`src/hw/execControl.sv`:
```
`timescale 1ns/1ps

module execControl (
  input  logic clock,
  input  logic reset,
  input  logic instrValid,
  input  logic isShift,
  input  logic isLoad,
  input  logic isStore,
  input  logic writesReg,
  input  logic shiftDone,
  output logic latchInstr,
  output logic shiftStart,
  output logic memWrite,
  output logic regWrite,
  output logic busy,
  output logic done
);

  typedef enum logic [2:0] {
    stateIdle,
    stateRead,
    stateExec,
    stateMem,
    stateWrite
  } stateT;

  stateT state;
  stateT nextState;
  // high in the first exec cycle only
  logic  execEntry;

  always_ff @(posedge clock or negedge reset)
  begin
    if (!reset)
    begin
      state <= stateIdle;
      execEntry <= 1'b0;
    end
    else
    begin
      state <= nextState;
      execEntry <= (state == stateRead);
    end
  end

  // read waits out the registered register file
  always_comb
  begin
    nextState = state;
    case (state)
      stateIdle:
      begin
        if (instrValid)
          nextState = stateRead;
      end
      stateRead: nextState = stateExec;
      stateExec:
      begin
        // shifter holds exec until it reports done
        if (isShift)
        begin
          if (shiftDone)
            nextState = stateWrite;
        end
        else if (isLoad)
          nextState = stateMem;
        else
          nextState = stateWrite;
      end
      stateMem: nextState = stateWrite;
      stateWrite: nextState = stateIdle;
      default: nextState = stateIdle;
    endcase
  end

  // strobes while busy are dropped here
  assign latchInstr = (state == stateIdle) && instrValid;
  assign shiftStart = (state == stateExec) && execEntry && isShift;
  // stores write in exec, loads read through mem
  assign memWrite = (state == stateExec) && isStore;
  assign regWrite = (state == stateWrite) && writesReg;
  assign done = (state == stateWrite);
  assign busy = (state != stateIdle);

  donePulse: assert property (@(posedge clock) disable iff (!reset)
    done |=> !done);

  // one instruction writes memory or a register, never both
  writeExclusive: assert property (@(posedge clock) disable iff (!reset)
    busy |-> !(isStore && writesReg));

endmodule

```
`config.mk`:
```
export PLATFORM = sky130hd
export DESIGN_NAME = execControl
export DESIGN_NICKNAME = d
export VERILOG_FILES = /design/src/hw/execControl.sv
export SDC_FILE = /design/constraint.sdc
export NUM_CORES = 1
export LEC_CHECK = 0
export CAP_MARGIN = 40
export CORE_AREA = 2 2 39 41
export DETAILED_ROUTE_END_ITERATION = 7
export DIE_AREA = 0 0 41 43
export DONT_BUFFER_PORTS = 1
export RECOVER_POWER = 50
export SLEW_MARGIN = 20
export SYNTH_ARGS = -nofsm -noshare
export SYNTH_HDL_FRONTEND = slang
export SYNTH_SLANG_ARGS = --single-unit
```
`constraint.sdc`:
```
create_clock -name clock -period 1.34 [get_ports clock]
set_input_delay 0.268 -clock clock [delete_from_list [all_inputs] [get_ports clock]]
set_output_delay 0.268 -clock clock [all_outputs]
set_load 0.02 [all_outputs]
```
==> flow_summary.toml <==
[power]
power.ir.vdd_worst_mv = 1.062
total_leakage_power_nw = 0.1779
powerDensity_nw_per_um2 = 2227

[outcome]
run_status = "finished with violations"
failed_checks = "setup timing"

[timing]
grt_setup_unrepaired = "true"
maxSlewViolCount = 0
hold_viol_final = 0
setup_violations = 6
worst_slew_pin_slew_ps = 209.2
fin_worst_skew_ps = 3.925
slew_headroom = 0.8596
fin_crit_sh = 1.104
setup_slack_ps = -139.6
fin_crit_ps = 1480
max_freq_mhz = 675.8

[yosys]
async_flop_share = 1.000
ys_types = 14
synthTopCellsByArea = "dfrtp_1 (43%), nor3b_2 (16%), and2_1 (5.3%)"
yosysTopAreaCell = "dfrtp_1"
syn-num-nets = 30
synth_seq_cells = 4
netlist_area_um2 = 234.0
yosys_warnings = 0
synthTopCellsByCount = "dfrtp_1 (4), inv_1 (3), nor3b_2 (3)"
synth_most_common_cell = "dfrtp_1"
synth-edff-count = 0
ys.flop_type = "dfrtp_1"
synth_cells = 22
synth.top_cell.area_share = 0.4278
yosysSeqAreaShare = 0.4278
avgSynthCellArea_um2 = 10.64

[drt]
dr.pass1.iters = 2
routed_via_density = 4.059
route.detailed.drc = 0
finalWirelength_um = 495
drtAntennaViolNets = 0
drtIter0Drc = 3
route.vias.total = 207
wl_per_cell_um = 9.706

[worst_hold_path]
min_path_cells = 2
hold_path_end = "state[0]"
worstHoldPathType = "input pin to register"
min-delay-start = "instrValid"

[critical_path]
critPathKind = "register to output pin"
r2r-end = "state[0]"
crit_path_end_kind = "output pin"
rrSetupSlack_ps = 240
cp_max_fo = 5
r2r.worst_path.cells = 4
worstPathRequired_ps = 1070
arrival_ps = 1210
reg2reg_from = "state[1]"
start_kind = "register"

[global_route]
grt_pass1_wl_um = 752
grt_pass1_vias = 204
grt-ovfl-total = 0
grt_max_degree = 6
antenna_found_initial = 0
grt_use_total = 0.06559

[clocking]
clk_pin_slew_ps = 40
cts_num_sinks = 4
numCtsBuffers = 3
clock-root-buffer = "clkbuf_4"
cts_tree = "done"
htree_levels = 1
clk_latency_ps = 230
clockBufferDepth = 2

[placement]
place_inst = 43
dpl.hpwl_um = 389.8
place.gp.congestion = 0.7602
io_buffers = 0
pre_cts_ws_ps = 48.84

[floorplanning]
rows = 14
start_util = 0.1691
ios = 14
die_w_um = 41
fp.dieArea_um2 = 1763
core_um2 = 1384
die_h_um = 43

[final_layout]
n_antenna_cell = 0
area_growth_pct = 65.24
final_cells = 51
nNetsFinal = 45
drive_above_1_share = 0.6286

[run]
drv_cap = 0
## power by group
part / switching (W) / internal, W
combinational: 0.000211 / 0.000286
sequential: 0.0000480 / 0.000172
clock: 0.0000441 / 0.0000998
total: 0.000303 / 0.000558
## logic make-up after synthesis
family / count (synthesis) / synth area share
AOI/OAI and AO/OA: 3 / 0.1070
buffers and inverters: 3 / 0.04812
DFF: 4 / 0.4278
and+or+nand+nor: 12 / 0.4172
## final cells by class
type                            count  area [um^2]
Tap cell                           16        20.02
Sequential cell                     4        101.3
Fill cell                         148        997.2
Clock buffer                        3        22.52
Timing Repair Buffer               10        92.59
Inverter                            3        11.26
Multi-Input combinational cell     15        138.9
## worst max-delay path, stage by stage (launching register included)
cell     delay (ps)
dfrtp_1         420
or3_4           410
nor2_4          150
## stage by stage
step                instance area, um^2  TNS, ps  power [W]    util  hold WS, ps
floorplan                         245.2        0  0.0004688       -       -27.59
global placement                  302.8        0  0.0005935  0.2188       -27.44
detailed placement                302.8        0  0.0005982  0.2188       -27.43
CTS                               382.9   -715.8  0.0008618  0.2767        182.9
global route                      386.6   -919.6  0.0009140  0.2794        197.2
finish                            386.6   -599.2  0.0008610  0.2794        189.3
## sequential cells by signal (all words and copies together) (netlist names)
name / cells
execEntry: 1
state: 3
## worst max-delay path by stage
stage,from,slack (ps),end
floorplan,state[1],20,latchInstr
global placement,state[1],70,busy
detailed placement,state[1],50,shiftStart
CTS,state[1],-150,latchInstr
global route,state[0],-180,latchInstr
finish,state[0],-140,latchInstr
## timing repair
action                     4_1_cts  5_1_grt
setup endpoints to repair        6        6
cloned                           0        0
pin swaps                        2        3
setup buffers                    4        0
resized for setup                8        1
hold endpoints to repair         4        0
hold buffers                     1        0
## routing by layer
metal,track usage,vias up,part of all wire,wire length [um]
li1,-,102,-,-
met1,0.07843,92,0.45,224
met2,0.08750,13,0.42,206
met3,0.06806,0,0.13,63
met4,0,0,0,0
met5,0,-,0,0
## layout by cell type (no fill, tap or decap)
| cell type | instances |
|---|---|
| and2_2 | 1 |
| and3_2 | 1 |
| nand3b_1 | 1 |
| nor3b_4 | 1 |
| nand2_1 | 1 |
| or3_4 | 1 |
| buf_6 | 4 |
| dlygate4sd3_1 | 1 |
| and2_4 | 1 |
| a211oi_1 | 1 |
| nor3b_2 | 2 |
| or2_1 | 1 |
| nor2_4 | 1 |
| dfrtp_2 | 1 |
| clkbuf_4 | 3 |
| dfrtp_1 | 3 |
| a311oi_1 | 1 |
| nand2b_1 | 1 |
| buf_4 | 5 |
| inv_1 | 3 |
| a31o_2 | 1 |
Power figures use the tool's default switching activity.
