$ cat src/hw/rvExecPkg.sv
package rvExecPkg;

  // datapath and register file widths
  localparam int xlen = 32;
  localparam int regAddrBits = 5;
  localparam int regCount = 1 << regAddrBits;

  // data memory holds 1024 words, addressed by word
  localparam int memAddrBits = 10;
  localparam int memWords = 1 << memAddrBits;

  // shift amount is the low five bits of operand b
  localparam int shamtBits = 5;

  // major opcodes of the supported subset
  localparam logic [6:0] opcodeRType = 7'b0110011;
  localparam logic [6:0] opcodeIType = 7'b0010011;
  localparam logic [6:0] opcodeLoad = 7'b0000011;
  localparam logic [6:0] opcodeStore = 7'b0100011;
  localparam logic [6:0] opcodeBranch = 7'b1100011;
  localparam logic [6:0] opcodeLui = 7'b0110111;

  // funct3 for register and immediate arithmetic
  localparam logic [2:0] f3AddSub = 3'b000;
  localparam logic [2:0] f3Sll = 3'b001;
  localparam logic [2:0] f3Slt = 3'b010;
  localparam logic [2:0] f3Sltu = 3'b011;
  localparam logic [2:0] f3Xor = 3'b100;
  localparam logic [2:0] f3Srl = 3'b101;
  localparam logic [2:0] f3Or = 3'b110;
  localparam logic [2:0] f3And = 3'b111;

  // funct3 for branches
  localparam logic [2:0] f3Beq = 3'b000;
  localparam logic [2:0] f3Bne = 3'b001;
  localparam logic [2:0] f3Blt = 3'b100;
  localparam logic [2:0] f3Bge = 3'b101;
  localparam logic [2:0] f3Bltu = 3'b110;
  localparam logic [2:0] f3Bgeu = 3'b111;

  // funct7 bit that selects sub and sra
  localparam int funct7AltBit = 30;

  // alu operation codes, branch conditions in the upper half
  localparam int aluOpBits = 4;
  localparam logic [aluOpBits-1:0] aluAdd = 4'd0;
  localparam logic [aluOpBits-1:0] aluSub = 4'd1;
  localparam logic [aluOpBits-1:0] aluXor = 4'd2;
  localparam logic [aluOpBits-1:0] aluOr = 4'd3;
  localparam logic [aluOpBits-1:0] aluAnd = 4'd4;
  localparam logic [aluOpBits-1:0] aluSlt = 4'd5;
  localparam logic [aluOpBits-1:0] aluSltu = 4'd6;
  localparam logic [aluOpBits-1:0] aluPassB = 4'd7;
  localparam logic [aluOpBits-1:0] aluEq = 4'd8;
  localparam logic [aluOpBits-1:0] aluNe = 4'd9;
  localparam logic [aluOpBits-1:0] aluLt = 4'd10;
  localparam logic [aluOpBits-1:0] aluGe = 4'd11;
  localparam logic [aluOpBits-1:0] aluLtu = 4'd12;
  localparam logic [aluOpBits-1:0] aluGeu = 4'd13;

  // serial shifter direction
  localparam int shiftKindBits = 2;
  localparam logic [shiftKindBits-1:0] shiftLeft = 2'd0;
  localparam logic [shiftKindBits-1:0] shiftRightLogic = 2'd1;
  localparam logic [shiftKindBits-1:0] shiftRightArith = 2'd2;

endpackage

$ cat src/hw/regFile.sv
`timescale 1ns/1ps

module regFile import rvExecPkg::*; (
  input  logic                   clock,
  input  logic                   reset,
  input  logic [regAddrBits-1:0] readAddrA,
  input  logic [regAddrBits-1:0] readAddrB,
  input  logic [regAddrBits-1:0] writeAddr,
  input  logic                   writeEnable,
  input  logic [xlen-1:0]        writeData,
  output logic [xlen-1:0]        readDataA,
  output logic [xlen-1:0]        readDataB
);

  logic [xlen-1:0] regs [regCount];
  logic            writeValid;

  // x0 is never written
  assign writeValid = writeEnable && (writeAddr != '0);

  always_ff @(posedge clock or negedge reset)
  begin
    if (!reset)
    begin
      // register i starts out holding i, so x0 starts at zero
      for (int i = 0; i < regCount; i++)
        regs[i] <= xlen'(i);
      readDataA <= '0;
      readDataB <= '0;
    end
    else
    begin
      // registered reads, a same-cycle write wins over the array
      readDataA <= (writeValid && writeAddr == readAddrA) ? writeData : regs[readAddrA];
      readDataB <= (writeValid && writeAddr == readAddrB) ? writeData : regs[readAddrB];
      if (writeValid)
        regs[writeAddr] <= writeData;
    end
  end

  // x0 reads back zero even right after a write to it
  zeroReadA: assert property (@(posedge clock) disable iff (!reset)
    readAddrA == '0 |=> readDataA == '0);
  zeroReadB: assert property (@(posedge clock) disable iff (!reset)
    readAddrB == '0 |=> readDataB == '0);

endmodule

$ cat config.mk
export PLATFORM = sky130hd
export DESIGN_NAME = regFile
export DESIGN_NICKNAME = d
export VERILOG_FILES = /design/src/hw/rvExecPkg.sv /design/src/hw/regFile.sv
export SDC_FILE = /design/constraint.sdc
export NUM_CORES = 2
export LEC_CHECK = 0
export BUFFER_PORTS_ARGS = -buffer_cell sky130_fd_sc_hd__buf_2
export CORE_UTILIZATION = 55
export CTS_CLUSTER_SIZE = 40
export DETAILED_ROUTE_END_ITERATION = 10
export PLACE_DENSITY = 0.71
export SLEW_MARGIN = 20
export SYNTH_ARGS = -nofsm -noshare
export SYNTH_HDL_FRONTEND = slang
export SYNTH_SLANG_ARGS = --single-unit
$ cat constraint.sdc
create_clock -name clock -period 3.6 [get_ports clock]
set_input_delay 0.54 -clock clock [delete_from_list [all_inputs] [get_ports clock]]
set_output_delay 0.54 -clock clock [all_outputs]
set_load 0.02 [all_outputs]
==> metrics.yaml <==
status:
  run_status: "finished, final reports clean"
global_routing:
  grt_antenna_before_repair: 16
  grtUsageTotal_pct: 33.2
  grt.overflow.total: 0
  grt_pass1_wl_mm: 248
  grt_start_max_net_pins: 141
  first_global_vias: 37200
synth:
  synth_edf_count: 0
  synth-seq-cells: 1088
  synth.distinct_cells: 39
  async_sr_flop_fraction_pct: 100
  total_nets_after_synthesis: 3534
  ys.warnings.count: 0
  post_synth_instance_area_mm2: 0.0553
  synthCells: 3484
  netlist.top_cell.by_area: "dfrtp_1"
  synth_top_area_share_pct: 45.6
  synthFlopType: "dfrtp_1"
  syn_avg_cell_area_um2: 15.9
  seq_area_frac_synth_pct: 49.4
  synth.cells.most_frequent: "mux2_2 (1,054), dfrtp_1 (1,008), mux4_2 (511)"
  yosysMostFrequentCell: "mux2_2"
  synth.area.top_cells: "dfrtp_1 (46%), mux2_2 (21%), mux4_2 (21%)"
finish:
  share_of_final_layout_standard_cells_stronger_than_drive_strength_1_pct: 60.4
  stdcell_count: 4847
  area.growth.synth_to_final_pct: 10.9
  layout.nets: 3504
cts:
  tritoncts_clock_tree: "done"
  insertion_delay_ns: 0.73
  cts.hold.buffers_added: 1
  clockBufferDepth: 3
  cts_htree_levels: 3
  cts-buffers-inserted: 115
  cts.reportedPaths.clkPinSlew_ns: 0.06
  cts_setup_buffers: 0
  clock-root-buffer: "clkbuf_16"
  clock_sink_total: 1088
  post_cts_resize_count: 0
sta:
  post-route-period-util_pct: 72.0
  fin_hold_ws_ns: 0.342
  tightest_slew_ns: 1.05
  hold_vio_cnt_final: 0
  timing.fmax_mhz: 386
  max_slew_margin_pct: 30.1
  min_period_ns: 2.59
  timing.clock.skew_ns: 0.0281
  totalNegativeSetupSlack_ns: 0
  grt_setup_unrepaired: "false"
  timing_max_transition_violations_final: 0
  setup_violating_endpoint_count_in_the_final_report: 0
power:
  totalPowerFinal_mw: 35.2
  leakagePower_nw: 26.2
  p_per_cell_area_mw_per_mm2: 574
  worst_ir_drop_vdd_mv: 0.389
worst_setup_path:
  critical_path.n_buffers_inverters: 2
  critPathRequiredTime_ns: 4.14
  timing.critical_path.max_delay_family: "compound AO/OA/AOI/OAI gates"
  start_kind: "primary input"
  path_depth: 6
  r2r_cells: 4
  cp_data_arrival_time_ns: 3.13
  cp_slowest_stage_delay_ns: 0.79
  crit_slowest_cell: "o41ai_1"
  worstPathMaxFanout: 20
  timing.critical_path.to_type: "register"
  cp_cell_sequence: "buf_2 -> nor2_1 -> a21boi_0 -> and3_2 -> buf_4 -> o41ai_1"
  worstSetupPathType: "primary input to register"
detailed_routing:
  postRouteWirelength_mm: 165
  drt-vias-per-instance: 7.15
  post-route-drc-count: 0
  routed-via-count: 34700
  first_pass_iters: 5
  route.antenna.remaining_nets: 0
  drt-initial-drc-count: 3387
  routedWlPerCell_um: 34.1
worst_hold_path:
  worstHoldPathCells: 3
  hp-class: "primary input to register"
die:
  die-area_mm2: 0.102
  std_cell_rows: 115
  top_level_i_o_count: 114
  die_h_um: 319
  fp.dieW_um: 319
  floorplan.initialDensity_pct: 55.9
  coreArea_mm2: 0.0990
placed_design:
  io_buffers: 113
  dp.cells: 4623
  dp_hpwl_mm: 102
  gp_routability_congestion: 0.873
run:
  max-cap-violations: 0
[worst reg2reg max path: stages (launching register included)]
cell	delay, ns
dfrtp_1	0.37
mux4_2	0.26
mux2i_1	0.08
o2111a_1	0.27
o41ai_1	0.78
[cell type report]
cell class / instances / area [um2]
fill: 7097 / 37600
sequential: 1088 / 27300
multi-input combinational: 1982 / 26200
clock buffer: 172 / 3460
timing repair buffer: 266 / 2320
tap: 1287 / 1610
clock inverter: 45 / 449
antenna: 6 / 15.0
inverter: 1 / 3.75
[where the power goes]
group | switching (mW) | leakage (nW) | total (mW) | internal (mW)
logic | 2.61 | 10.5 | 6.66 | 4.05
registers | 1.71 | 13.7 | 16.4 | 14.7
clock network | 5.04 | 1.95 | 12.2 | 7.12
[metrics by stage]
stage	util (%)	instance area [um2]	setup slack [ns]
after CTS	62.0	61400	1.15
after detailed placement	58.0	57400	0.355
final	62.0	61400	1.01
after global placement	58.0	57400	0.520
after floorplan	-	55300	1.47
after global routing	62.0	61400	1.14
[cells by family after synthesis]
kind of cell           count (synthesis)  share of synthesized area [%]
AND/OR/NAND/NOR                      145                           1.57
flip-flops                          1088                           49.4
XOR/XNOR                              10                          0.158
AO/OA/AOI/OAI                        258                           2.95
multiplexers                        1569                           42.3
buffers and inverters                414                           3.59
[metal layers]
layer / share of wire, % / global-route usage (%)
met5: 0.079 / 0
met4: 5.2 / 15.9
met3: 9.0 / 8.71
met2: 47 / 51.0
met1: 38 / 44.2
[sequential cells by signal, indices dropped and copies added (netlist names)]
signal / flops
readDataA: 32
readDataB: 32
regs: 1024
[placed cells by master (no fill, tap or decap), drive strengths merged]
cell type and count:
and3 4, mux2i 1, dfstp 80, xor2 10, clkinv 34, nand4 3, nor2b 1, dfrtp 1008
or3 3, clkbuf 172, nand3 8, nand2 15, dlygate4sd3 1, buf 265, and3b 2, and4 1
inv 3, mux2 1057, a221oi 1, or2 1, or3b 6, nor2 18, diode 6, o211ai 2
nand3b 11, bufinv 7, o31ai 1, nor3b 7, nor4 62, o2111a 1, nor3 3, a22oi 2
clkinvlp 2, a21boi 1, o22ai 249, mux4 511, o41ai 1
[final timing paths]
kind / startpoint / slack (ns) / to
worst max-delay path: writeAddr[0] / 1.01 / readDataA[30]$_DFF_PN0_
worst min-delay path: writeEnable / 0.34 / regs[746]$_DFFE_PN0P_
worst max register to register: regs[286]$_DFFE_PN0P_ / 1.64 / readDataA[30]$_DFF_PN0_
worst min register to register: regs[1009]$_DFFE_PN0P_ / 0.40 / regs[1009]$_DFFE_PN0P_
max in group asynchronous: reset / 1.98 / regs[5]$_DFFE_PN0P_
min in group asynchronous: reset / 0.39 / regs[250]$_DFFE_PN0P_
(Power assumes the default switching activity.)
