## src/hw/rvExecPkg.sv

```systemverilog
package rvExecPkg;

  // datapath and register file widths
  localparam int xlen = 32;
  localparam int regAddrBits = 5;
  localparam int regCount = 1 << regAddrBits;

  // data memory holds 1024 words, addressed by word
  localparam int memAddrBits = 10;
  localparam int memWords = 1 << memAddrBits;

  // shift amount is the low five bits of operand b
  localparam int shamtBits = 5;

  // major opcodes of the supported subset
  localparam logic [6:0] opcodeRType = 7'b0110011;
  localparam logic [6:0] opcodeIType = 7'b0010011;
  localparam logic [6:0] opcodeLoad = 7'b0000011;
  localparam logic [6:0] opcodeStore = 7'b0100011;
  localparam logic [6:0] opcodeBranch = 7'b1100011;
  localparam logic [6:0] opcodeLui = 7'b0110111;

  // funct3 for register and immediate arithmetic
  localparam logic [2:0] f3AddSub = 3'b000;
  localparam logic [2:0] f3Sll = 3'b001;
  localparam logic [2:0] f3Slt = 3'b010;
  localparam logic [2:0] f3Sltu = 3'b011;
  localparam logic [2:0] f3Xor = 3'b100;
  localparam logic [2:0] f3Srl = 3'b101;
  localparam logic [2:0] f3Or = 3'b110;
  localparam logic [2:0] f3And = 3'b111;

  // funct3 for branches
  localparam logic [2:0] f3Beq = 3'b000;
  localparam logic [2:0] f3Bne = 3'b001;
  localparam logic [2:0] f3Blt = 3'b100;
  localparam logic [2:0] f3Bge = 3'b101;
  localparam logic [2:0] f3Bltu = 3'b110;
  localparam logic [2:0] f3Bgeu = 3'b111;

  // funct7 bit that selects sub and sra
  localparam int funct7AltBit = 30;

  // alu operation codes, branch conditions in the upper half
  localparam int aluOpBits = 4;
  localparam logic [aluOpBits-1:0] aluAdd = 4'd0;
  localparam logic [aluOpBits-1:0] aluSub = 4'd1;
  localparam logic [aluOpBits-1:0] aluXor = 4'd2;
  localparam logic [aluOpBits-1:0] aluOr = 4'd3;
  localparam logic [aluOpBits-1:0] aluAnd = 4'd4;
  localparam logic [aluOpBits-1:0] aluSlt = 4'd5;
  localparam logic [aluOpBits-1:0] aluSltu = 4'd6;
  localparam logic [aluOpBits-1:0] aluPassB = 4'd7;
  localparam logic [aluOpBits-1:0] aluEq = 4'd8;
  localparam logic [aluOpBits-1:0] aluNe = 4'd9;
  localparam logic [aluOpBits-1:0] aluLt = 4'd10;
  localparam logic [aluOpBits-1:0] aluGe = 4'd11;
  localparam logic [aluOpBits-1:0] aluLtu = 4'd12;
  localparam logic [aluOpBits-1:0] aluGeu = 4'd13;

  // serial shifter direction
  localparam int shiftKindBits = 2;
  localparam logic [shiftKindBits-1:0] shiftLeft = 2'd0;
  localparam logic [shiftKindBits-1:0] shiftRightLogic = 2'd1;
  localparam logic [shiftKindBits-1:0] shiftRightArith = 2'd2;

endpackage

```

## src/hw/instrDecoder.sv

```systemverilog
`timescale 1ns/1ps

module instrDecoder import rvExecPkg::*; (
  input  logic [xlen-1:0]          instr,
  output logic [aluOpBits-1:0]     aluOp,
  output logic [xlen-1:0]          immediate,
  output logic                     useImmediate,
  output logic                     isShift,
  output logic [shiftKindBits-1:0] shiftKind,
  output logic                     isLoad,
  output logic                     isStore,
  output logic                     isBranch,
  output logic                     writesReg,
  output logic [regAddrBits-1:0]   rs1,
  output logic [regAddrBits-1:0]   rs2,
  output logic [regAddrBits-1:0]   rd
);

  logic [6:0]      opcode;
  logic [2:0]      funct3;
  logic            altFunct;
  logic            isRType;
  logic            isIType;
  logic            isLui;
  logic [xlen-1:0] immI;
  logic [xlen-1:0] immS;
  logic [xlen-1:0] immB;
  logic [xlen-1:0] immU;

  // fixed instruction fields
  assign opcode = instr[6:0];
  assign funct3 = instr[14:12];
  assign altFunct = instr[funct7AltBit];
  assign rd = instr[11:7];
  assign rs1 = instr[19:15];
  assign rs2 = instr[24:20];

  // sign-extended immediates, b is already in bytes
  assign immI = {{20{instr[31]}}, instr[31:20]};
  assign immS = {{20{instr[31]}}, instr[31:25], instr[11:7]};
  assign immB = {{19{instr[31]}}, instr[31], instr[7], instr[30:25], instr[11:8], 1'b0};
  assign immU = {instr[31:12], 12'b0};

  // instruction class
  assign isRType = (opcode == opcodeRType);
  assign isIType = (opcode == opcodeIType);
  assign isLui = (opcode == opcodeLui);
  assign isLoad = (opcode == opcodeLoad);
  assign isStore = (opcode == opcodeStore);
  assign isBranch = (opcode == opcodeBranch);
  assign isShift = (isRType || isIType) && (funct3 == f3Sll || funct3 == f3Srl);
  assign writesReg = isRType || isIType || isLoad || isLui;
  // only r-type and branches compare two registers
  assign useImmediate = !(isRType || isBranch);

  // srai and slli keep funct7 in the immediate, so altFunct works for both forms
  assign shiftKind = (funct3 == f3Sll) ? shiftLeft :
                     altFunct ? shiftRightArith : shiftRightLogic;

  always_comb
  begin
    case (opcode)
      opcodeStore: immediate = immS;
      opcodeBranch: immediate = immB;
      opcodeLui: immediate = immU;
      default: immediate = immI;
    endcase
  end

  // loads, stores and shifts fall through to add
  always_comb
  begin
    aluOp = aluAdd;
    if (isBranch)
    begin
      case (funct3)
        f3Beq: aluOp = aluEq;
        f3Bne: aluOp = aluNe;
        f3Blt: aluOp = aluLt;
        f3Bge: aluOp = aluGe;
        f3Bltu: aluOp = aluLtu;
        f3Bgeu: aluOp = aluGeu;
        default: aluOp = aluAdd;
      endcase
    end
    else if (isLui)
      aluOp = aluPassB;
    else if (isRType || isIType)
    begin
      case (funct3)
        // addi has no sub form
        f3AddSub: aluOp = (isRType && altFunct) ? aluSub : aluAdd;
        f3Xor: aluOp = aluXor;
        f3Or: aluOp = aluOr;
        f3And: aluOp = aluAnd;
        f3Slt: aluOp = aluSlt;
        f3Sltu: aluOp = aluSltu;
        default: aluOp = aluAdd;
      endcase
    end
  end

endmodule

```

## config.mk

```make
export PLATFORM = sky130hd
export DESIGN_NAME = instrDecoder
export DESIGN_NICKNAME = d
export VERILOG_FILES = /design/src/hw/rvExecPkg.sv /design/src/hw/instrDecoder.sv
export SDC_FILE = /design/constraint.sdc
export NUM_CORES = 1
export LEC_CHECK = 0
export BUFFER_PORTS_ARGS = -buffer_cell sky130_fd_sc_hd__buf_2
export CORE_MARGIN = 4
export CORE_UTILIZATION = 39
export DETAILED_ROUTE_END_ITERATION = 7
export PLACE_DENSITY = 0.91
export SLEW_MARGIN = 20
export SYNTH_ARGS = -nofsm -noshare
export SYNTH_HDL_FRONTEND = slang
export SYNTH_SLANG_ARGS = --single-unit
export TNS_END_PERCENT = 100
```

## constraint.sdc

```tcl
create_clock -name vclk -period 2.8
set_input_delay 0.42 -clock vclk [all_inputs]
set_output_delay 0.42 -clock vclk [all_outputs]
set_load 0.005 [all_outputs]
```

==> summary.txt <==
placed cells: 212
hold wc startpoint: instr[10]
Crit path max-delay family: compound AO/OA/AOI/OAI gates
gr usage total: 15.8%
most frequent cells in the layout: buf_2, a21o_1, nor2b_1
Post-DRT Antenna Nets: 0
Initial Util: 41.5%
Pins Over Slew Limit: 0
Required @ worst endpoint: 2380 ps
Seq cells: 0
Nets: 219
Yosys cell types: 39
Seq. cell area: 0 sq um
Setup Buffers After CTS: 0
vias in the first global route: 853
DRC Markers: 0
Net Count, Synth: 151
critical path type: in -> out
Vias/cell: 5.09
unrepaired setup endpoints after global routing: no
hold path endpoint: rd[3]
most common cell after layout, fill and taps aside: buf_2
IO Port Bufs: 91
post-synthesis cell area: 813 sq um
Max Fclk: 0.474 GHz
worst path arrival time: 1690 ps
die height: 53.7 microns
Worst Slack Setup Final: 690 ps
final hold slack: 1020 ps
fin cells: 212
master of the slowest instance on the critical path: o31a_1
CP bufs+invs: 3
status: complete, no violations
Peak VDD IR: 0.0594 mV
Area after DPL: 1120 sq um
share of cells above drive strength 1: 52.4%
Slew @ Worst Pin: 661 ps
Via Count: 1079
Placer Congestion: 0.840
final instance area: 1120 sq um
final hold viol count: 0
CTS resizes: 0
die area: 2880 sq um
sequential area share after synthesis: 0%
row count: 16
DP Worst Slack: 691 ps
power per standard cell area: 124 nW/um^2
HPWL Detailed: 2220 microns
WL per Instance: 12.6 microns
GRT overflow: 0
worst hold path class: in -> out
# clk buffers: 0
# setup viols final: 0
final WL: 2660 microns
Die Wd: 53.7 microns
largest net degree at the start of global routing: 27
Tot Pwr: 0.139 mW
Initial DRC Count: 22
worst path cell trace: buf_2 > inv_1 > o31a_1 > a21o_1 > buf_2
CP Max Fanout: 19
setup tns final: 0 ps
first-pass GRT wire length: 3630 microns
hold_buf cts: 0
max incr delay on CP: 520 ps
Layout area overhead: 37.4%
Max-Cap Viols: 0
Mean Syn Cell Area: 6.83 sq um
startpoint types: primary input
number of iterations in the first detailed-routing pass: 4
Min-Delay Path Depth: 2
fin crit period: 2110 ps
Lkg Pwr: 0.681 nW
Synth Warn #: 0
Mapped Cells: 119
crit share post-route: 75.4%
total core area: 1960 sq um
Top cell by count, worst path: buf_2
Critical Path Sink Type: primary output
ant diodes: 0
# IOs: 91
Layout Utilization: 57.0%
initial antenna violation count: 0
Rel. slew slack: 55.9%
## area by class of cell
cell class / instances / area (sq um)
well taps: 27 / 33.8
fillers: 209 / 845
inverters: 4 / 15.0
repair buffers: 93 / 470
multi-input cells: 88 / 598
## worst max path at each step
stage,slack [ps],startpoint,depth (start not counted),end
3_3_place_gp,720,instr[4],5,immediate[21]
5_1_grt,590,instr[4],5,immediate[25]
3_5_place_dp,690,instr[4],5,immediate[17]
4_1_cts,690,instr[4],5,immediate[17]
2_1_floorplan,930,instr[5],6,aluOp[1]
6_report,690,instr[4],5,immediate[17]
## metal layers
layer  track usage [%]  vias up  share of wire [%]
met5                 0        -                  0
met4                 0        0                  0
met3              2.49        0                 13
met2              31.9       55                 48
met1              17.8      470                 39
li1                  -      554                  -
## power breakdown
part           internal (mW)  leakage [nW]  total, mW  switching (mW)
Sequential                 0             0          0               0
Combinational         0.0691         0.681      0.139          0.0696
Clock                      0             0          0               0
## cells in the mapped netlist (all sizes together)
| master | n | area, sq um |
|---|---|---|
| a21o | 19 | 143 |
| nand3b | 1 | 7.51 |
| a21oi | 6 | 30.0 |
| nand4 | 1 | 6.26 |
| clkbuf | 3 | 11.3 |
| a221oi | 1 | 8.76 |
| and3 | 1 | 6.26 |
| a311o | 1 | 10.0 |
| o21ai | 7 | 35.0 |
| or2 | 1 | 6.26 |
| nor3b | 1 | 7.51 |
| o41ai | 1 | 8.76 |
| and4bb | 1 | 12.5 |
| nor3 | 7 | 46.3 |
| o21a | 1 | 7.51 |
| a211oi | 5 | 37.5 |
| nand4bb | 1 | 11.3 |
| nor2b | 7 | 43.8 |
| and4b | 2 | 20.0 |
| a31oi | 1 | 6.26 |
| mux2 | 1 | 11.3 |
| nand2b | 4 | 25.0 |
| nand2 | 3 | 11.3 |
| o31a | 1 | 8.76 |
| nor2 | 6 | 22.5 |
| o211ai | 1 | 7.51 |
| and3b | 1 | 10.0 |
| inv | 4 | 15.0 |
| and2 | 2 | 12.5 |
| or3b | 1 | 8.76 |
| nand4b | 1 | 8.76 |
| a22o | 1 | 8.76 |
| o2111ai | 1 | 8.76 |
| buf | 24 | 189 |
## logic make-up after synthesis
family          synth area share, %
simple gates                   32.8
compound gates                 39.4
buf+inv                        26.5
mux                            1.38
Note: power is estimated with default switching activity, not from simulation.
