File: config.mk
export PLATFORM = sky130hd
export DESIGN_NAME = shiftSequencer
export DESIGN_NICKNAME = d
export VERILOG_FILES = /design/src/hw/rvExecPkg.sv /design/src/hw/shiftSequencer.sv
export SDC_FILE = /design/constraint.sdc
export NUM_CORES = 1
export LEC_CHECK = 0
export BUFFER_PORTS_ARGS = -buffer_cell sky130_fd_sc_hd__buf_2
export CAP_MARGIN = 0
export CORE_MARGIN = 2
export CORE_UTILIZATION = 50
export CTS_CLUSTER_DIAMETER = 80
export CTS_CLUSTER_SIZE = 8
export DETAILED_ROUTE_END_ITERATION = 8
export PLACE_DENSITY = 0.76
export SYNTH_ARGS = -nofsm -noshare
export SYNTH_HDL_FRONTEND = slang
export SYNTH_SLANG_ARGS = --single-unit
File: constraint.sdc
create_clock -name clock -period 3.3 [get_ports clock]
set_input_delay 0.66 -clock clock [delete_from_list [all_inputs] [get_ports clock]]
set_output_delay 0.66 -clock clock [all_outputs]
set_load 0.02 [all_outputs]
File: src/hw/rvExecPkg.sv
package rvExecPkg;

  // datapath and register file widths
  localparam int xlen = 32;
  localparam int regAddrBits = 5;
  localparam int regCount = 1 << regAddrBits;

  // data memory holds 1024 words, addressed by word
  localparam int memAddrBits = 10;
  localparam int memWords = 1 << memAddrBits;

  // shift amount is the low five bits of operand b
  localparam int shamtBits = 5;

  // major opcodes of the supported subset
  localparam logic [6:0] opcodeRType = 7'b0110011;
  localparam logic [6:0] opcodeIType = 7'b0010011;
  localparam logic [6:0] opcodeLoad = 7'b0000011;
  localparam logic [6:0] opcodeStore = 7'b0100011;
  localparam logic [6:0] opcodeBranch = 7'b1100011;
  localparam logic [6:0] opcodeLui = 7'b0110111;

  // funct3 for register and immediate arithmetic
  localparam logic [2:0] f3AddSub = 3'b000;
  localparam logic [2:0] f3Sll = 3'b001;
  localparam logic [2:0] f3Slt = 3'b010;
  localparam logic [2:0] f3Sltu = 3'b011;
  localparam logic [2:0] f3Xor = 3'b100;
  localparam logic [2:0] f3Srl = 3'b101;
  localparam logic [2:0] f3Or = 3'b110;
  localparam logic [2:0] f3And = 3'b111;

  // funct3 for branches
  localparam logic [2:0] f3Beq = 3'b000;
  localparam logic [2:0] f3Bne = 3'b001;
  localparam logic [2:0] f3Blt = 3'b100;
  localparam logic [2:0] f3Bge = 3'b101;
  localparam logic [2:0] f3Bltu = 3'b110;
  localparam logic [2:0] f3Bgeu = 3'b111;

  // funct7 bit that selects sub and sra
  localparam int funct7AltBit = 30;

  // alu operation codes, branch conditions in the upper half
  localparam int aluOpBits = 4;
  localparam logic [aluOpBits-1:0] aluAdd = 4'd0;
  localparam logic [aluOpBits-1:0] aluSub = 4'd1;
  localparam logic [aluOpBits-1:0] aluXor = 4'd2;
  localparam logic [aluOpBits-1:0] aluOr = 4'd3;
  localparam logic [aluOpBits-1:0] aluAnd = 4'd4;
  localparam logic [aluOpBits-1:0] aluSlt = 4'd5;
  localparam logic [aluOpBits-1:0] aluSltu = 4'd6;
  localparam logic [aluOpBits-1:0] aluPassB = 4'd7;
  localparam logic [aluOpBits-1:0] aluEq = 4'd8;
  localparam logic [aluOpBits-1:0] aluNe = 4'd9;
  localparam logic [aluOpBits-1:0] aluLt = 4'd10;
  localparam logic [aluOpBits-1:0] aluGe = 4'd11;
  localparam logic [aluOpBits-1:0] aluLtu = 4'd12;
  localparam logic [aluOpBits-1:0] aluGeu = 4'd13;

  // serial shifter direction
  localparam int shiftKindBits = 2;
  localparam logic [shiftKindBits-1:0] shiftLeft = 2'd0;
  localparam logic [shiftKindBits-1:0] shiftRightLogic = 2'd1;
  localparam logic [shiftKindBits-1:0] shiftRightArith = 2'd2;

endpackage

File: src/hw/shiftSequencer.sv
`timescale 1ns/1ps

module shiftSequencer import rvExecPkg::*; (
  input  logic                     clock,
  input  logic                     reset,
  input  logic                     shiftStart,
  input  logic [shiftKindBits-1:0] shiftKind,
  input  logic [xlen-1:0]          shiftIn,
  input  logic [shamtBits-1:0]     shiftAmount,
  output logic [xlen-1:0]          shiftOut,
  output logic                     shiftDone
);

  logic [xlen-1:0]      dataReg;
  logic [shamtBits-1:0] count;

  // one place in the requested direction
  function automatic logic [xlen-1:0] shiftOnce(input logic [xlen-1:0] value,
                                                input logic [shiftKindBits-1:0] kind);
    logic [xlen-1:0] shifted;
    case (kind)
      shiftLeft: shifted = {value[xlen-2:0], 1'b0};
      shiftRightLogic: shifted = {1'b0, value[xlen-1:1]};
      shiftRightArith: shifted = {value[xlen-1], value[xlen-1:1]};
      default: shifted = value;
    endcase
    return shifted;
  endfunction

  // first step happens on the load edge, so count holds the steps left
  always_ff @(posedge clock)
  begin
    if (shiftStart)
      dataReg <= (shiftAmount != '0) ? shiftOnce(shiftIn, shiftKind) : shiftIn;
    else if (count != '0)
      dataReg <= shiftOnce(dataReg, shiftKind);
  end

  // down-counter and done pulse
  always_ff @(posedge clock or negedge reset)
  begin
    if (!reset)
    begin
      count <= '0;
      shiftDone <= 1'b0;
    end
    else if (shiftStart)
    begin
      count <= (shiftAmount != '0) ? shiftAmount - 1'b1 : '0;
      // zero or one place finishes right after the start
      shiftDone <= (shiftAmount <= shamtBits'(1));
    end
    else if (count != '0)
    begin
      count <= count - 1'b1;
      shiftDone <= (count == shamtBits'(1));
    end
    else
      shiftDone <= 1'b0;
  end

  assign shiftOut = dataReg;

  // a restart while steps remain would cut the running shift short
  noStartWhileCounting: assert property (@(posedge clock) disable iff (!reset)
    count != '0 |-> !shiftStart);

  // control never restarts the shifter in the done cycle
  doneSinglePulse: assert property (@(posedge clock) disable iff (!reset)
    shiftDone |=> !shiftDone);

endmodule

==> flow_metrics.env <==
export IMPL_ys_seq_elements=38
export IMPL_post_route_drc_count=0
export IMPL_r2r_slack_ns=1.46
export IMPL_tns_ns=0
export IMPL_die_width_um=81.0
export IMPL_grt_max_degree=60
export IMPL_hold_class="in -> async"
export IMPL_post_cts_buffers=0
export IMPL_leakage_uw=0.00136
export IMPL_hold_violations=0
export IMPL_synth_area_um2=2960
export IMPL_drive_gt1_frac=0.252
export IMPL_dpl_hpwl_um=5110
export IMPL_setup_viol=0
export IMPL_die_area_um2=6550
export IMPL_grt_pass1_wl_um=12300
export IMPL_cts_tree="yes"
export IMPL_viasPerCell=6.22
export IMPL_end_kind="register"
export IMPL_post_place_ws_ns=0.693
export IMPL_r2r_end="shiftOut[20]"
export IMPL_initial_core_util=0.509
export IMPL_ys_types=40
export IMPL_wire_per_inst_um=15.7
export IMPL_path_max_fanout=34
export IMPL_track_usage=0.233
export IMPL_p_int_uw=1020
export IMPL_cts_root_buffer_cell="clkbuf_8"
export IMPL_synth_main_ff_cell="edfxtp_1"
export IMPL_power_uw=1570
export IMPL_startpoint_type="input pin"
export IMPL_htreeDepth=2
export IMPL_endpoint="shiftOut[5]"
export IMPL_overflow=0
export IMPL_row_count=28
export IMPL_core_um2=5820
export IMPL_p_per_area_nw_per_um2=460
export IMPL_final_nets=454
export IMPL_firstDrtPassIters=5
export IMPL_combPwrFrac=0.349
export IMPL_io_buffers=74
export IMPL_synth_async_sr_flop_share=0.158
export IMPL_maxSlewViolCount=0
export IMPL_hold_worst_slack_ns=0.175
export IMPL_cts_buffer_depth=2
export IMPL_seqCellArea_um2=1110
export IMPL_relSlewSlack=0.250
export IMPL_multi_input_area_um2=1650
export IMPL_vias=2977
export IMPL_switching_share=0.354
export IMPL_power_frac_seq=0.441
export IMPL_grt_pass1_vias=2647
export IMPL_ios=75
export IMPL_max_cap_violations=0
export IMPL_antenna_found_initial=0
export IMPL_max_freq_mhz=433
export IMPL_cts_reportedPaths_clkPinSlew_ns=0.07
export IMPL_final_common_cell="buf_2"
export IMPL_worst_pin_slew_ns=1.13
export IMPL_clock_sinks=38
export IMPL_yosysWarnings=0
export IMPL_n_antenna_cell=0
export IMPL_numCtsBuffers=5
export IMPL_critical_path_class="in -> reg"
export IMPL_skew_ns=0.00322
export IMPL_gp_congestion=0.853
export IMPL_die_h_um=81.0
export IMPL_synth_avg_cell_area_um2=8.44
export IMPL_synth_edf_count=32
export IMPL_ctsHoldBuffers=0
export IMPL_clk_latency_ns=0.29
export IMPL_fillers=542
export IMPL_clockPowerShare=0.210
export IMPL_required_ns=3.34
export IMPL_rsz0062_at_grt="no"
export IMPL_fin_ws_ns=0.989
export IMPL_yosysSeqAreaShare=0.375
export IMPL_mostFrequentLayoutCells="buf_2, o21ai_0, nor2_1"
export IMPL_rr_worst_depth=5
export IMPL_status="completed"
export IMPL_critPathArrivalTime_ns=2.35
export IMPL_power_switching_uw=557
export IMPL_max_vdd_ir_drop_uv=225
export IMPL_drtAntennaViolNets=0
export IMPL_dr_first_iter_drc_count=350
export IMPL_syn_inst=351
export IMPL_fin_crit_sh=0.700
export IMPL_fin_util=0.589
export IMPL_r2r_start="count[0]"
export IMPL_syn_num_nets=402
export IMPL_wl_um=7510
export IMPL_crit_start="shiftAmount[0]"
export IMPL_min_period_ns=2.31
export IMPL_synthToLayoutAreaGrowth_pct=15.6
export IMPL_cts_resized_gates=0
## power by group through the flow
stage	Sequential, uW	Clock, uW	Combinational [uW]
3_3_place_gp	704	0	536
5_1_grt	706	351	610
6_report	694	330	550
4_1_cts	693	335	550
2_1_floorplan	784	0	291
3_5_place_dp	703	0	549
## registers in the layout, indices dropped and copies added, names as in the netlist
name       flops
count          5
shiftDone      1
shiftOut      32
## synth_stat cells, drive strengths merged, types with 3 or more instances
cell type	count	share of area
a21oi	30	0.051
buf	9	0.027
clkbuf	28	0.035
dfrtp	6	0.051
edfxtp	32	0.32
ha	9	0.038
inv	9	0.011
nand2	35	0.044
nand3	4	0.0068
nand4	30	0.063
nor2	37	0.047
nor2b	3	0.0063
nor3	3	0.0051
o21ai	60	0.10
o221a	28	0.11
xnor2	3	0.0089
## per-stage QoR
step,instance area [um^2],std cells
2_1_floorplan,2960,351
3_3_place_gp,3330,471
3_5_place_dp,3330,471
4_1_cts,3420,479
5_1_grt,3420,479
6_report,3420,479
## metal layers
layer | wire length [um] | GRT usage
met4 | 25 | 0.0525
met1 | 3330 | 0.327
met5 | 0 | 0
met2 | 3540 | 0.381
met3 | 623 | 0.0356
## how the worst min path moves through the flow
stage               start   endpoint  depth (start not counted)  slack (ns)
global route        reset   count[3]                          1        0.18
CTS                 reset  shiftDone                          1        0.17
detailed placement  reset  shiftDone                          1        0.49
global placement    reset  shiftDone                          1        0.49
finish              reset  shiftDone                          1        0.18
floorplan           reset   count[0]                          0        0.36
## final cells by class
type / count / area share
Inverter: 9 / 0.00986
Sequential cell: 38 / 0.324
Timing Repair Buffer: 82 / 0.129
Clock buffer: 7 / 0.0252
Clock inverter: 1 / 0.00146
Multi-Input combinational cell: 267 / 0.482
Tap cell: 75 / 0.0274
## cell families after synthesis
logic type	Yosys count	synth area share
and+or+nand+nor	120	0.195
AOI/OAI and AO/OA	131	0.296
xor gates and xnor gates	5	0.0148
muxes	2	0.00676
buffers and inverters	46	0.0739
DFF	38	0.375
adders and majority gates	9	0.0380
## critical path, stage by stage
cell	delay, ns
buf_2	0.11
inv_1	0.07
ha_1	0.20
or4b_1	0.91
nand4_1	0.19
o221a_1	0.19
Power figures use the tool's default switching activity.
