===== config.mk =====
export PLATFORM = sky130hd
export DESIGN_NAME = aluUnit
export DESIGN_NICKNAME = d
export VERILOG_FILES = /design/src/hw/rvExecPkg.sv /design/src/hw/aluUnit.sv
export SDC_FILE = /design/constraint.sdc
export NUM_CORES = 1
export LEC_CHECK = 0
export BUFFER_PORTS_ARGS = -buffer_cell sky130_fd_sc_hd__buf_2
export CORE_MARGIN = 2
export CORE_UTILIZATION = 60
export DETAILED_ROUTE_END_ITERATION = 12
export PLACE_DENSITY = 0.86
export SYNTH_ARGS = -nofsm -noshare
export SYNTH_HDL_FRONTEND = slang
export SYNTH_SLANG_ARGS = --single-unit

===== constraint.sdc =====
create_clock -name vclk -period 7.9
set_clock_uncertainty 0.15 [all_clocks]
set_input_delay 2.37 -clock vclk [all_inputs]
set_output_delay 2.37 -clock vclk [all_outputs]
set_load 0.03 [all_outputs]

===== src/hw/rvExecPkg.sv =====
package rvExecPkg;

  // datapath and register file widths
  localparam int xlen = 32;
  localparam int regAddrBits = 5;
  localparam int regCount = 1 << regAddrBits;

  // data memory holds 1024 words, addressed by word
  localparam int memAddrBits = 10;
  localparam int memWords = 1 << memAddrBits;

  // shift amount is the low five bits of operand b
  localparam int shamtBits = 5;

  // major opcodes of the supported subset
  localparam logic [6:0] opcodeRType = 7'b0110011;
  localparam logic [6:0] opcodeIType = 7'b0010011;
  localparam logic [6:0] opcodeLoad = 7'b0000011;
  localparam logic [6:0] opcodeStore = 7'b0100011;
  localparam logic [6:0] opcodeBranch = 7'b1100011;
  localparam logic [6:0] opcodeLui = 7'b0110111;

  // funct3 for register and immediate arithmetic
  localparam logic [2:0] f3AddSub = 3'b000;
  localparam logic [2:0] f3Sll = 3'b001;
  localparam logic [2:0] f3Slt = 3'b010;
  localparam logic [2:0] f3Sltu = 3'b011;
  localparam logic [2:0] f3Xor = 3'b100;
  localparam logic [2:0] f3Srl = 3'b101;
  localparam logic [2:0] f3Or = 3'b110;
  localparam logic [2:0] f3And = 3'b111;

  // funct3 for branches
  localparam logic [2:0] f3Beq = 3'b000;
  localparam logic [2:0] f3Bne = 3'b001;
  localparam logic [2:0] f3Blt = 3'b100;
  localparam logic [2:0] f3Bge = 3'b101;
  localparam logic [2:0] f3Bltu = 3'b110;
  localparam logic [2:0] f3Bgeu = 3'b111;

  // funct7 bit that selects sub and sra
  localparam int funct7AltBit = 30;

  // alu operation codes, branch conditions in the upper half
  localparam int aluOpBits = 4;
  localparam logic [aluOpBits-1:0] aluAdd = 4'd0;
  localparam logic [aluOpBits-1:0] aluSub = 4'd1;
  localparam logic [aluOpBits-1:0] aluXor = 4'd2;
  localparam logic [aluOpBits-1:0] aluOr = 4'd3;
  localparam logic [aluOpBits-1:0] aluAnd = 4'd4;
  localparam logic [aluOpBits-1:0] aluSlt = 4'd5;
  localparam logic [aluOpBits-1:0] aluSltu = 4'd6;
  localparam logic [aluOpBits-1:0] aluPassB = 4'd7;
  localparam logic [aluOpBits-1:0] aluEq = 4'd8;
  localparam logic [aluOpBits-1:0] aluNe = 4'd9;
  localparam logic [aluOpBits-1:0] aluLt = 4'd10;
  localparam logic [aluOpBits-1:0] aluGe = 4'd11;
  localparam logic [aluOpBits-1:0] aluLtu = 4'd12;
  localparam logic [aluOpBits-1:0] aluGeu = 4'd13;

  // serial shifter direction
  localparam int shiftKindBits = 2;
  localparam logic [shiftKindBits-1:0] shiftLeft = 2'd0;
  localparam logic [shiftKindBits-1:0] shiftRightLogic = 2'd1;
  localparam logic [shiftKindBits-1:0] shiftRightArith = 2'd2;

endpackage


===== src/hw/aluUnit.sv =====
`timescale 1ns/1ps

module aluUnit import rvExecPkg::*; (
  input  logic [aluOpBits-1:0] aluOp,
  input  logic [xlen-1:0]      operandA,
  input  logic [xlen-1:0]      operandB,
  output logic [xlen-1:0]      result,
  output logic                 conditionMet
);

  logic [xlen-1:0] difference;
  logic            equal;
  logic            lessSigned;
  logic            lessUnsigned;

  // shared compare terms, used by slt and by the branches
  assign difference = operandA - operandB;
  assign equal = (operandA == operandB);
  assign lessSigned = ($signed(operandA) < $signed(operandB));
  assign lessUnsigned = (operandA < operandB);

  // arithmetic and logic result
  always_comb
  begin
    case (aluOp)
      aluAdd: result = operandA + operandB;
      aluSub: result = difference;
      aluXor: result = operandA ^ operandB;
      aluOr: result = operandA | operandB;
      aluAnd: result = operandA & operandB;
      aluSlt: result = {{(xlen-1){1'b0}}, lessSigned};
      aluSltu: result = {{(xlen-1){1'b0}}, lessUnsigned};
      // lui arrives here with the upper immediate on b
      aluPassB: result = operandB;
      default: result = '0;
    endcase
  end

  // branch condition, zero for anything that is not a branch
  always_comb
  begin
    case (aluOp)
      aluEq: conditionMet = equal;
      aluNe: conditionMet = !equal;
      aluLt: conditionMet = lessSigned;
      aluGe: conditionMet = !lessSigned;
      aluLtu: conditionMet = lessUnsigned;
      aluGeu: conditionMet = !lessUnsigned;
      default: conditionMet = 1'b0;
    endcase
  end

endmodule


==> results of run 1 <==
layer usage:
| layer | wire length (um) | global-route usage, % | vias to the layer above |
|---|---|---|---|
| met1 | 7631 | 46.13 | 3141 |
| met4 | 737 | 14.24 | 0 |
| met3 | 1905 | 3.796 | 76 |
| met5 | 0 | 0 | - |
| li1 | - | - | 3348 |
| met2 | 8485 | 59.72 | 432 |
cells in the mapped netlist, types with 3 or more instances:
| master | count |
|---|---|
| a211o_1 | 6 |
| a211oi_1 | 8 |
| a211oi_2 | 3 |
| a21o_1 | 15 |
| a21oi_1 | 74 |
| a221oi_1 | 27 |
| a22oi_1 | 7 |
| a311oi_1 | 7 |
| a31oi_1 | 6 |
| and2_1 | 3 |
| buf_1 | 7 |
| buf_2 | 9 |
| clkbuf_1 | 33 |
| ha_1 | 104 |
| inv_1 | 92 |
| mux2i_1 | 7 |
| nand2_1 | 60 |
| nand2b_1 | 13 |
| nand3_1 | 23 |
| nand4_1 | 11 |
| nor2_1 | 102 |
| nor2b_1 | 9 |
| nor3_1 | 23 |
| nor4_1 | 5 |
| o211a_1 | 4 |
| o211ai_1 | 12 |
| o21a_1 | 12 |
| o21ai_0 | 54 |
| o21ai_1 | 6 |
| o21bai_1 | 15 |
| o22ai_1 | 5 |
| o311a_1 | 5 |
| o31a_1 | 6 |
| o31ai_1 | 7 |
| or2_2 | 6 |
| or3_1 | 9 |
| xnor2_1 | 10 |
| xor2_1 | 9 |
what timing repair did:
item                                    4_1_cts  5_1_grt
gates resized for setup                       0        4
hold buffers                                  0        0
endpoints found under the setup margin        0        5
layout make-up:
class	count	area (um^2)
fillers	869	2721
inverters	95	356.6
multi-input cells	727	5170
well taps	129	161.4
repair buffers	144	830.8
worst paths after layout:
check | from | endpoint | cells past startpoint
worst max-delay path | operandB[24] | result[31] | 13
worst min-delay path | operandB[6] | result[6] | 4
cell families after synthesis:
group                      count (synthesis)  synth area share [%]
adders and majority gates                106                 23.39
muxes                                      9                 1.615
AOI/OAI and AO/OA                        315                 39.12
buffers and inverters                    147                 10.10
xor gates and xnor gates                  19                 2.902
and+or+nand+nor                          278                 22.87
stage by stage:
stage          utilization (%)  setup TNS, ns  setup WS (ns)
5_1_grt                  70.55       -0.02730       -0.01617
4_1_cts                  70.41              0         0.1475
3_5_place_dp             70.41              0         0.1503
6_report                 70.55              0         0.1164
3_3_place_gp             70.41              0         0.1954
2_1_floorplan                -              0         0.2254
report_power, final:
part / total, mW / internal, mW / switching (mW) / leakage, nW
clock network: 0 / 0 / 0 / 0
registers: 0 / 0 / 0 / 0
logic: 0.488 / 0.182 / 0.306 / 3.25
total: 0.488 / 0.182 / 0.306 / 3.25
==> impl_metrics.toml, run 1 <==
[timing]
whs_ns = 5.007
post-route-period-util_pct = 98.53
fmax_mhz = 128.5
slew_headroom_pct = 41.71
rsz0062_at_grt = "yes"
tightest_slew_ns = 0.8735
slew_violations = 0
fin_crit_ns = 7.784
setup_viol_count_final = 0
timing_hold_violations_final = 0

[cells_and_area]
area_growth_pct = 13.68
drive_above_1_share_pct = 18.74
final_cell_mix = "ha_1 (103), nor2_1 (100), buf_2 (100)"
n_antenna_cell = 0
mostFrequentLayoutCell = "ha_1"
nets = 1142
clockBufferCount = 0
seq_cell_count = 0
final-seq-area_um2 = 0
finish.instance_area_um2 = 6519
finalNonFillerCells = 1095

[synthesis]
synth_fp_nets = 1048
ys_seq_area_share_pct = 0
synth_top_area_share_pct = 22.69
synth.distinct_cells = 83
synth_area_per_cell_um2 = 6.561
synth_area_leaders = "ha_1 (23%), nor2_1 (6.7%), a21oi_1 (6.5%)"
synth.cell_area_um2 = 5734
yosys_warnings = 0
netlist_instances = 874
synth_top_area_cell = "ha_1"

[clock_network]
cts_setup_buffers = 0

[die]
core.rowCount = 35
core-area_um2 = 9240
die_x_um = 101.8
start_util_pct = 62.06
die_h_um = 101.8
ios = 101
die_area_um2 = 10360

[place]
io_buffers = 101
post-dp-hpwl_um = 14820
place.gp.congestion = 1.015
place_area_um2 = 6506
post-place-cells = 1095

[setup_path]
cpMaxStageDelayCell = "ha_1"
path_delay_family = "compound AO/OA/AOI/OAI gates"
worstSetupStartpointType = "input pin"
worst-path-max-fanout = 7
end_kind = "output pin"
cpPeakStageDelay_ns = 0.45
cp_data_required_time_ns = 5.38
path_class = "in2out"
worst-path-buf-inv = 4
path_cells = "buf_2, inv_1, ha_1, inv_1, a21oi_1, o31ai_1, a2111oi_0, a31oi_1, a311oi_1, mux2i_1, o22ai_1, a211o_1, buf_2"
critical_path_arrival_ns = 5.26

[flow_run]
cap_viol_max_count = 0

[pwr]
leakage_nw = 3.247
ir_worst_vdd_mv = 0.04210
power_uw = 488.2
power_density_nw_per_um2 = 74.89

[drt]
first_pass_iters = 5
drtIter0Drc = 511
drt_wl_total_um = 18760
drcViolationCount = 0
num_vias = 6997
wl_per_cell_um = 17.13
viasPerCell = 6.390
antenna_left = 0

[worst_hold_path]
hold_path_class = "in2out"

[grt]
antenna_found_initial = 0
grt_pass1_wl_um = 30280
overflow = 0
grt_pass1_vias = 6544
grt_usage_pct = 35.48
grt_max_degree = 51

[outcome]
outcome = "finished, final reports clean"
Power figures use the tool's default switching activity.
==> run 2: changes to the inputs <==
--- a/config.mk
+++ b/config.mk
@@ -5,9 +5,10 @@
 export SDC_FILE = /design/constraint.sdc
 export NUM_CORES = 1
 export LEC_CHECK = 0
+export ABC_AREA = 1
 export BUFFER_PORTS_ARGS = -buffer_cell sky130_fd_sc_hd__buf_2
 export CORE_MARGIN = 2
-export CORE_UTILIZATION = 60
+export CORE_UTILIZATION = 61
 export DETAILED_ROUTE_END_ITERATION = 12
 export PLACE_DENSITY = 0.86
 export SYNTH_ARGS = -nofsm -noshare
==> impl_metrics.toml, run 2 <==
[timing]
setup_viol_count_final = 0
slew_headroom_pct = 54.28
post-route-period-util_pct = 91.46
tightest_slew_ns = 0.6787
final.setup.tns_ns = 0
fin_crit_ns = 7.225
slew_violations = 0
timing_hold_violations_final = 0
rsz0062_at_grt = "no"
fmax_mhz = 138.4

[synthesis]
synth.cell_area_um2 = 6545
ys_seq_area_share_pct = 0
synth_top_area_cell = "nand2_1"
synth_area_per_cell_um2 = 5.101
synth.distinct_cells = 38
synth_area_leaders = "nand2_1 (21%), ha_1 (20%), inv_1 (14%)"
yosysMostFrequentCell = "nand2_1"
netlist_top_cells_count = "nand2_1 (371), inv_1 (251), nand3_1 (143)"
synth_fp_nets = 1457
yosys_warnings = 0
synth_top_area_share_pct = 21.28
netlist_instances = 1283

[setup_path]
end_kind = "output pin"
worst-path-max-fanout = 5
path_class = "in2out"
cpPeakStageDelay_ns = 0.40
critical_path_arrival_ns = 4.71
path_cells = "buf_2, ha_1, inv_1, fa_1, inv_1, nand3_1, nand3_1, nand2_1, nand2_1, nand2_1, nand2_1, nand2_1, nand3_1, nand3_1, nand3_1, buf_2"
worstSetupStartpointType = "input pin"
cp_data_required_time_ns = 5.38
cpMaxStageDelayCell = "fa_1"

[drt]
antenna_left = 0
drtIter0Drc = 1094
first_pass_iters = 6
drcViolationCount = 0
drt_wl_total_um = 24150
num_vias = 8619
wl_per_cell_um = 16.16
viasPerCell = 5.769

[cells_and_area]
n_antenna_cell = 0
drive_above_1_share_pct = 10.09
final_cell_mix = "nand2_1 (371), inv_1 (251), nand3_1 (143)"
final-seq-area_um2 = 0
clockBufferCount = 0
area_growth_pct = 8.717
seq_cell_count = 0
nets = 1534
mostFrequentLayoutCell = "nand2_1"

[pwr]
ir_worst_vdd_mv = 0.04803
power_density_nw_per_um2 = 70.11
power_uw = 498.8
leakage_nw = 4.366

[grt]
grt_max_degree = 26
grt_pass1_vias = 7705
overflow = 0
grt_usage_pct = 40.72
antenna_found_initial = 0
grt_pass1_wl_um = 37470

[worst_hold_path]
min_delay_path_depth = 5
hold_path_class = "in2out"

[die]
ios = 101
die_area_um2 = 11570
die_h_um = 107.6
start_util_pct = 63.12
core.rowCount = 37
core-area_um2 = 10370
die_x_um = 107.6

[clock_network]
cts_setup_buffers = 0
post_cts_resized = 0
cts_hold_buf = 0

[outcome]
outcome = "finished, final reports clean"

[place]
place.gp.congestion = 1.040
post-dp-hpwl_um = 19870
io_buffers = 101

[flow_run]
cap_viol_max_count = 0
==> run 2: kinds of logic after synthesis <==
| family | share of synthesized area (%) |
|---|---|
| simple gates | 44.89 |
| buf+inv | 18.07 |
| compound gates | 16.56 |
| fa+ha+maj | 20.49 |
==> run 2: area by class of cell <==
cell class	count	area (um^2)
Multi-Input combinational cell	982	5363
Timing Repair Buffer	113	595.6
Tap cell	136	170.2
Fill cell	1116	3254
Inverter	263	987.2
==> run 2: worst paths after layout <==
check | startpoint | end | slack, ns
worst max-delay path | operandB[0] | result[30] | 0.67
worst min-delay path | aluOp[1] | result[0] | 5.07
==> run 2: power by group <==
part	internal (mW)	switching, mW	leakage (nW)
combinational	0.147	0.351	4.37
sequential	0	0	0
clock	0	0	0
==> run 2: critical path, delay by kind of cell <==
| kind | cells | cell delay (ns) |
|---|---|---|
| AND/OR/NAND/NOR | 10 | 1.27 |
| adder cells (fa/ha/maj) | 2 | 0.59 |
| buffers and inverters | 4 | 0.50 |
==> run 2: per-layer routing <==
layer	vias to the layer above	GRT usage, %	part of all wire (%)	routed length [um]
li1	4236	-	-	-
met4	0	15.48	4.3	1045
met3	78	7.567	13	3061
met2	539	62.62	41	9815
met1	3766	56.01	42	10230
met5	-	0	0	0
==> run 2: per-stage QoR <==
| stage | hold WS [ns] | setup slack (ns) | std cells | utilization [%] | instance area [um^2] |
|---|---|---|---|---|---|
| 2_1_floorplan | 4.885 | 1.284 | 1283 | - | 6545 |
| 3_3_place_gp | 5.056 | 0.7146 | 1494 | 68.62 | 7116 |
| 3_5_place_dp | 5.067 | 0.7725 | 1494 | 68.62 | 7116 |
| 4_1_cts | 5.069 | 0.7523 | 1494 | 68.62 | 7116 |
| 5_1_grt | 5.114 | 0.4677 | 1494 | 68.62 | 7116 |
| 6_report | 5.069 | 0.6748 | 1494 | 68.62 | 7116 |
==> run 3: changes to the inputs <==
==> constraint.sdc (replaced) <==
create_clock -name vclk -period 7.3
set_clock_uncertainty 0.15 [all_clocks]
set_input_delay 2.19 -clock vclk [all_inputs]
set_output_delay 2.19 -clock vclk [all_outputs]
set_load 0.03 [all_outputs]
==> impl_metrics.toml, run 3 (synthesis gave the netlist of run 2 again) <==
[outcome]
outcome = "finished, final reports clean"

[timing]
timing_hold_violations_final = 0
final.setup.tns_ns = 0
fmax_mhz = 147.7
slew_headroom_pct = 54.21
fin_crit_ns = 6.769
rsz0062_at_grt = "no"
slew_violations = 0
setup_viol_count_final = 0
fin_ws_ns = 0.5314
tightest_slew_ns = 0.6852
whs_ns = 4.701
post-route-period-util_pct = 92.72

[die]
die_x_um = 107.6
core-area_um2 = 10370
start_util_pct = 63.12
die_area_um2 = 11570
die_h_um = 107.6
core.rowCount = 37
ios = 101

[cells_and_area]
n_antenna_cell = 0
drive_above_1_share_pct = 10.09
fillers = 1041
mostFrequentLayoutCell = "nand2_1"
nets = 1534
clockBufferCount = 0
seq_cell_count = 0
area_growth_pct = 8.908
final_cell_mix = "nand2_1 (371), inv_1 (251), nand3_1 (143)"
final-seq-area_um2 = 0
multiInputGateArea_um2 = 5363
finalNonFillerCells = 1494

[place]
place_ws_ns = 0.6164
post-place-cells = 1494
place.gp.congestion = 1.037
post-dp-hpwl_um = 20070
io_buffers = 101

[setup_path]
cp_data_required_time_ns = 4.96
end_kind = "output pin"
path_class = "in2out"
critical_path_arrival_ns = 4.43
worst-path-max-fanout = 5
worstSetupStartpointType = "input pin"

[drt]
drcViolationCount = 0
drtIter0Drc = 954
viasPerCell = 5.811
antenna_left = 0
wl_per_cell_um = 16.28
first_pass_iters = 6
drt_wl_total_um = 24320
num_vias = 8681

[flow_run]
cap_viol_max_count = 0

[pwr]
power_density_nw_per_um2 = 75.94
leakage_nw = 4.369
power_uw = 541.3
ir_worst_vdd_mv = 0.06340

[worst_hold_path]
hold_path_class = "in2out"

[grt]
grt_pass1_wl_um = 37940
antenna_found_initial = 0
grt_pass1_vias = 7853
overflow = 0
grt_max_degree = 28
grt_usage_pct = 41.14

[clock_network]
post_cts_resized = 0
cts_setup_buffers = 0
cts_hold_buf = 0
run 3: cell counts in the layout (fill, tap and decap cells not counted):
No cell type changed its count.
run 3: area by class of cell:
type                            count  share of cell area [%]
Multi-Input combinational cell    982                   75.23
Timing Repair Buffer              113                   8.531
Inverter                          263                   13.85
Tap cell                          136                   2.387
run 3: stage by stage:
stage          utilization, %  area (um^2)
6_report                68.74         7128
5_1_grt                 68.74         7128
4_1_cts                 68.74         7128
3_5_place_dp            68.74         7128
3_3_place_gp            68.74         7128
2_1_floorplan               -         6545
run 3: worst paths after layout:
path,start,to,depth (start not counted)
setup / recovery,operandB[0],result[22],17
hold / removal,aluOp[1],result[0],5
run 3: critical path: stages:
cell and delay (ns):
buf_2 0.10, ha_1 0.19, inv_1 0.09, fa_1 0.39, inv_1 0.13, nand3_1 0.08, nand3_1 0.19, nand2_1 0.08
nand2_1 0.12, nand2_1 0.09, nand2_1 0.17, nand2_1 0.09, nand2_1 0.07, nand2_1 0.05, nand3_1 0.07, nand3_1 0.12
buf_2 0.21
run 3: report_power, final:
group	leakage [nW]	internal, mW	switching (mW)
Clock	0	0	0
Sequential	0	0	0
Combinational	4.37	0.160	0.381
Total	4.37	0.160	0.381
run 3: layer usage:
layer	vias up	global-route usage [%]	wire, um
met5	-	0	0
met4	0	14.56	909
met3	77	8.354	3361
met2	592	63.70	9931
met1	3783	56.25	10120
li1	4229	-	-
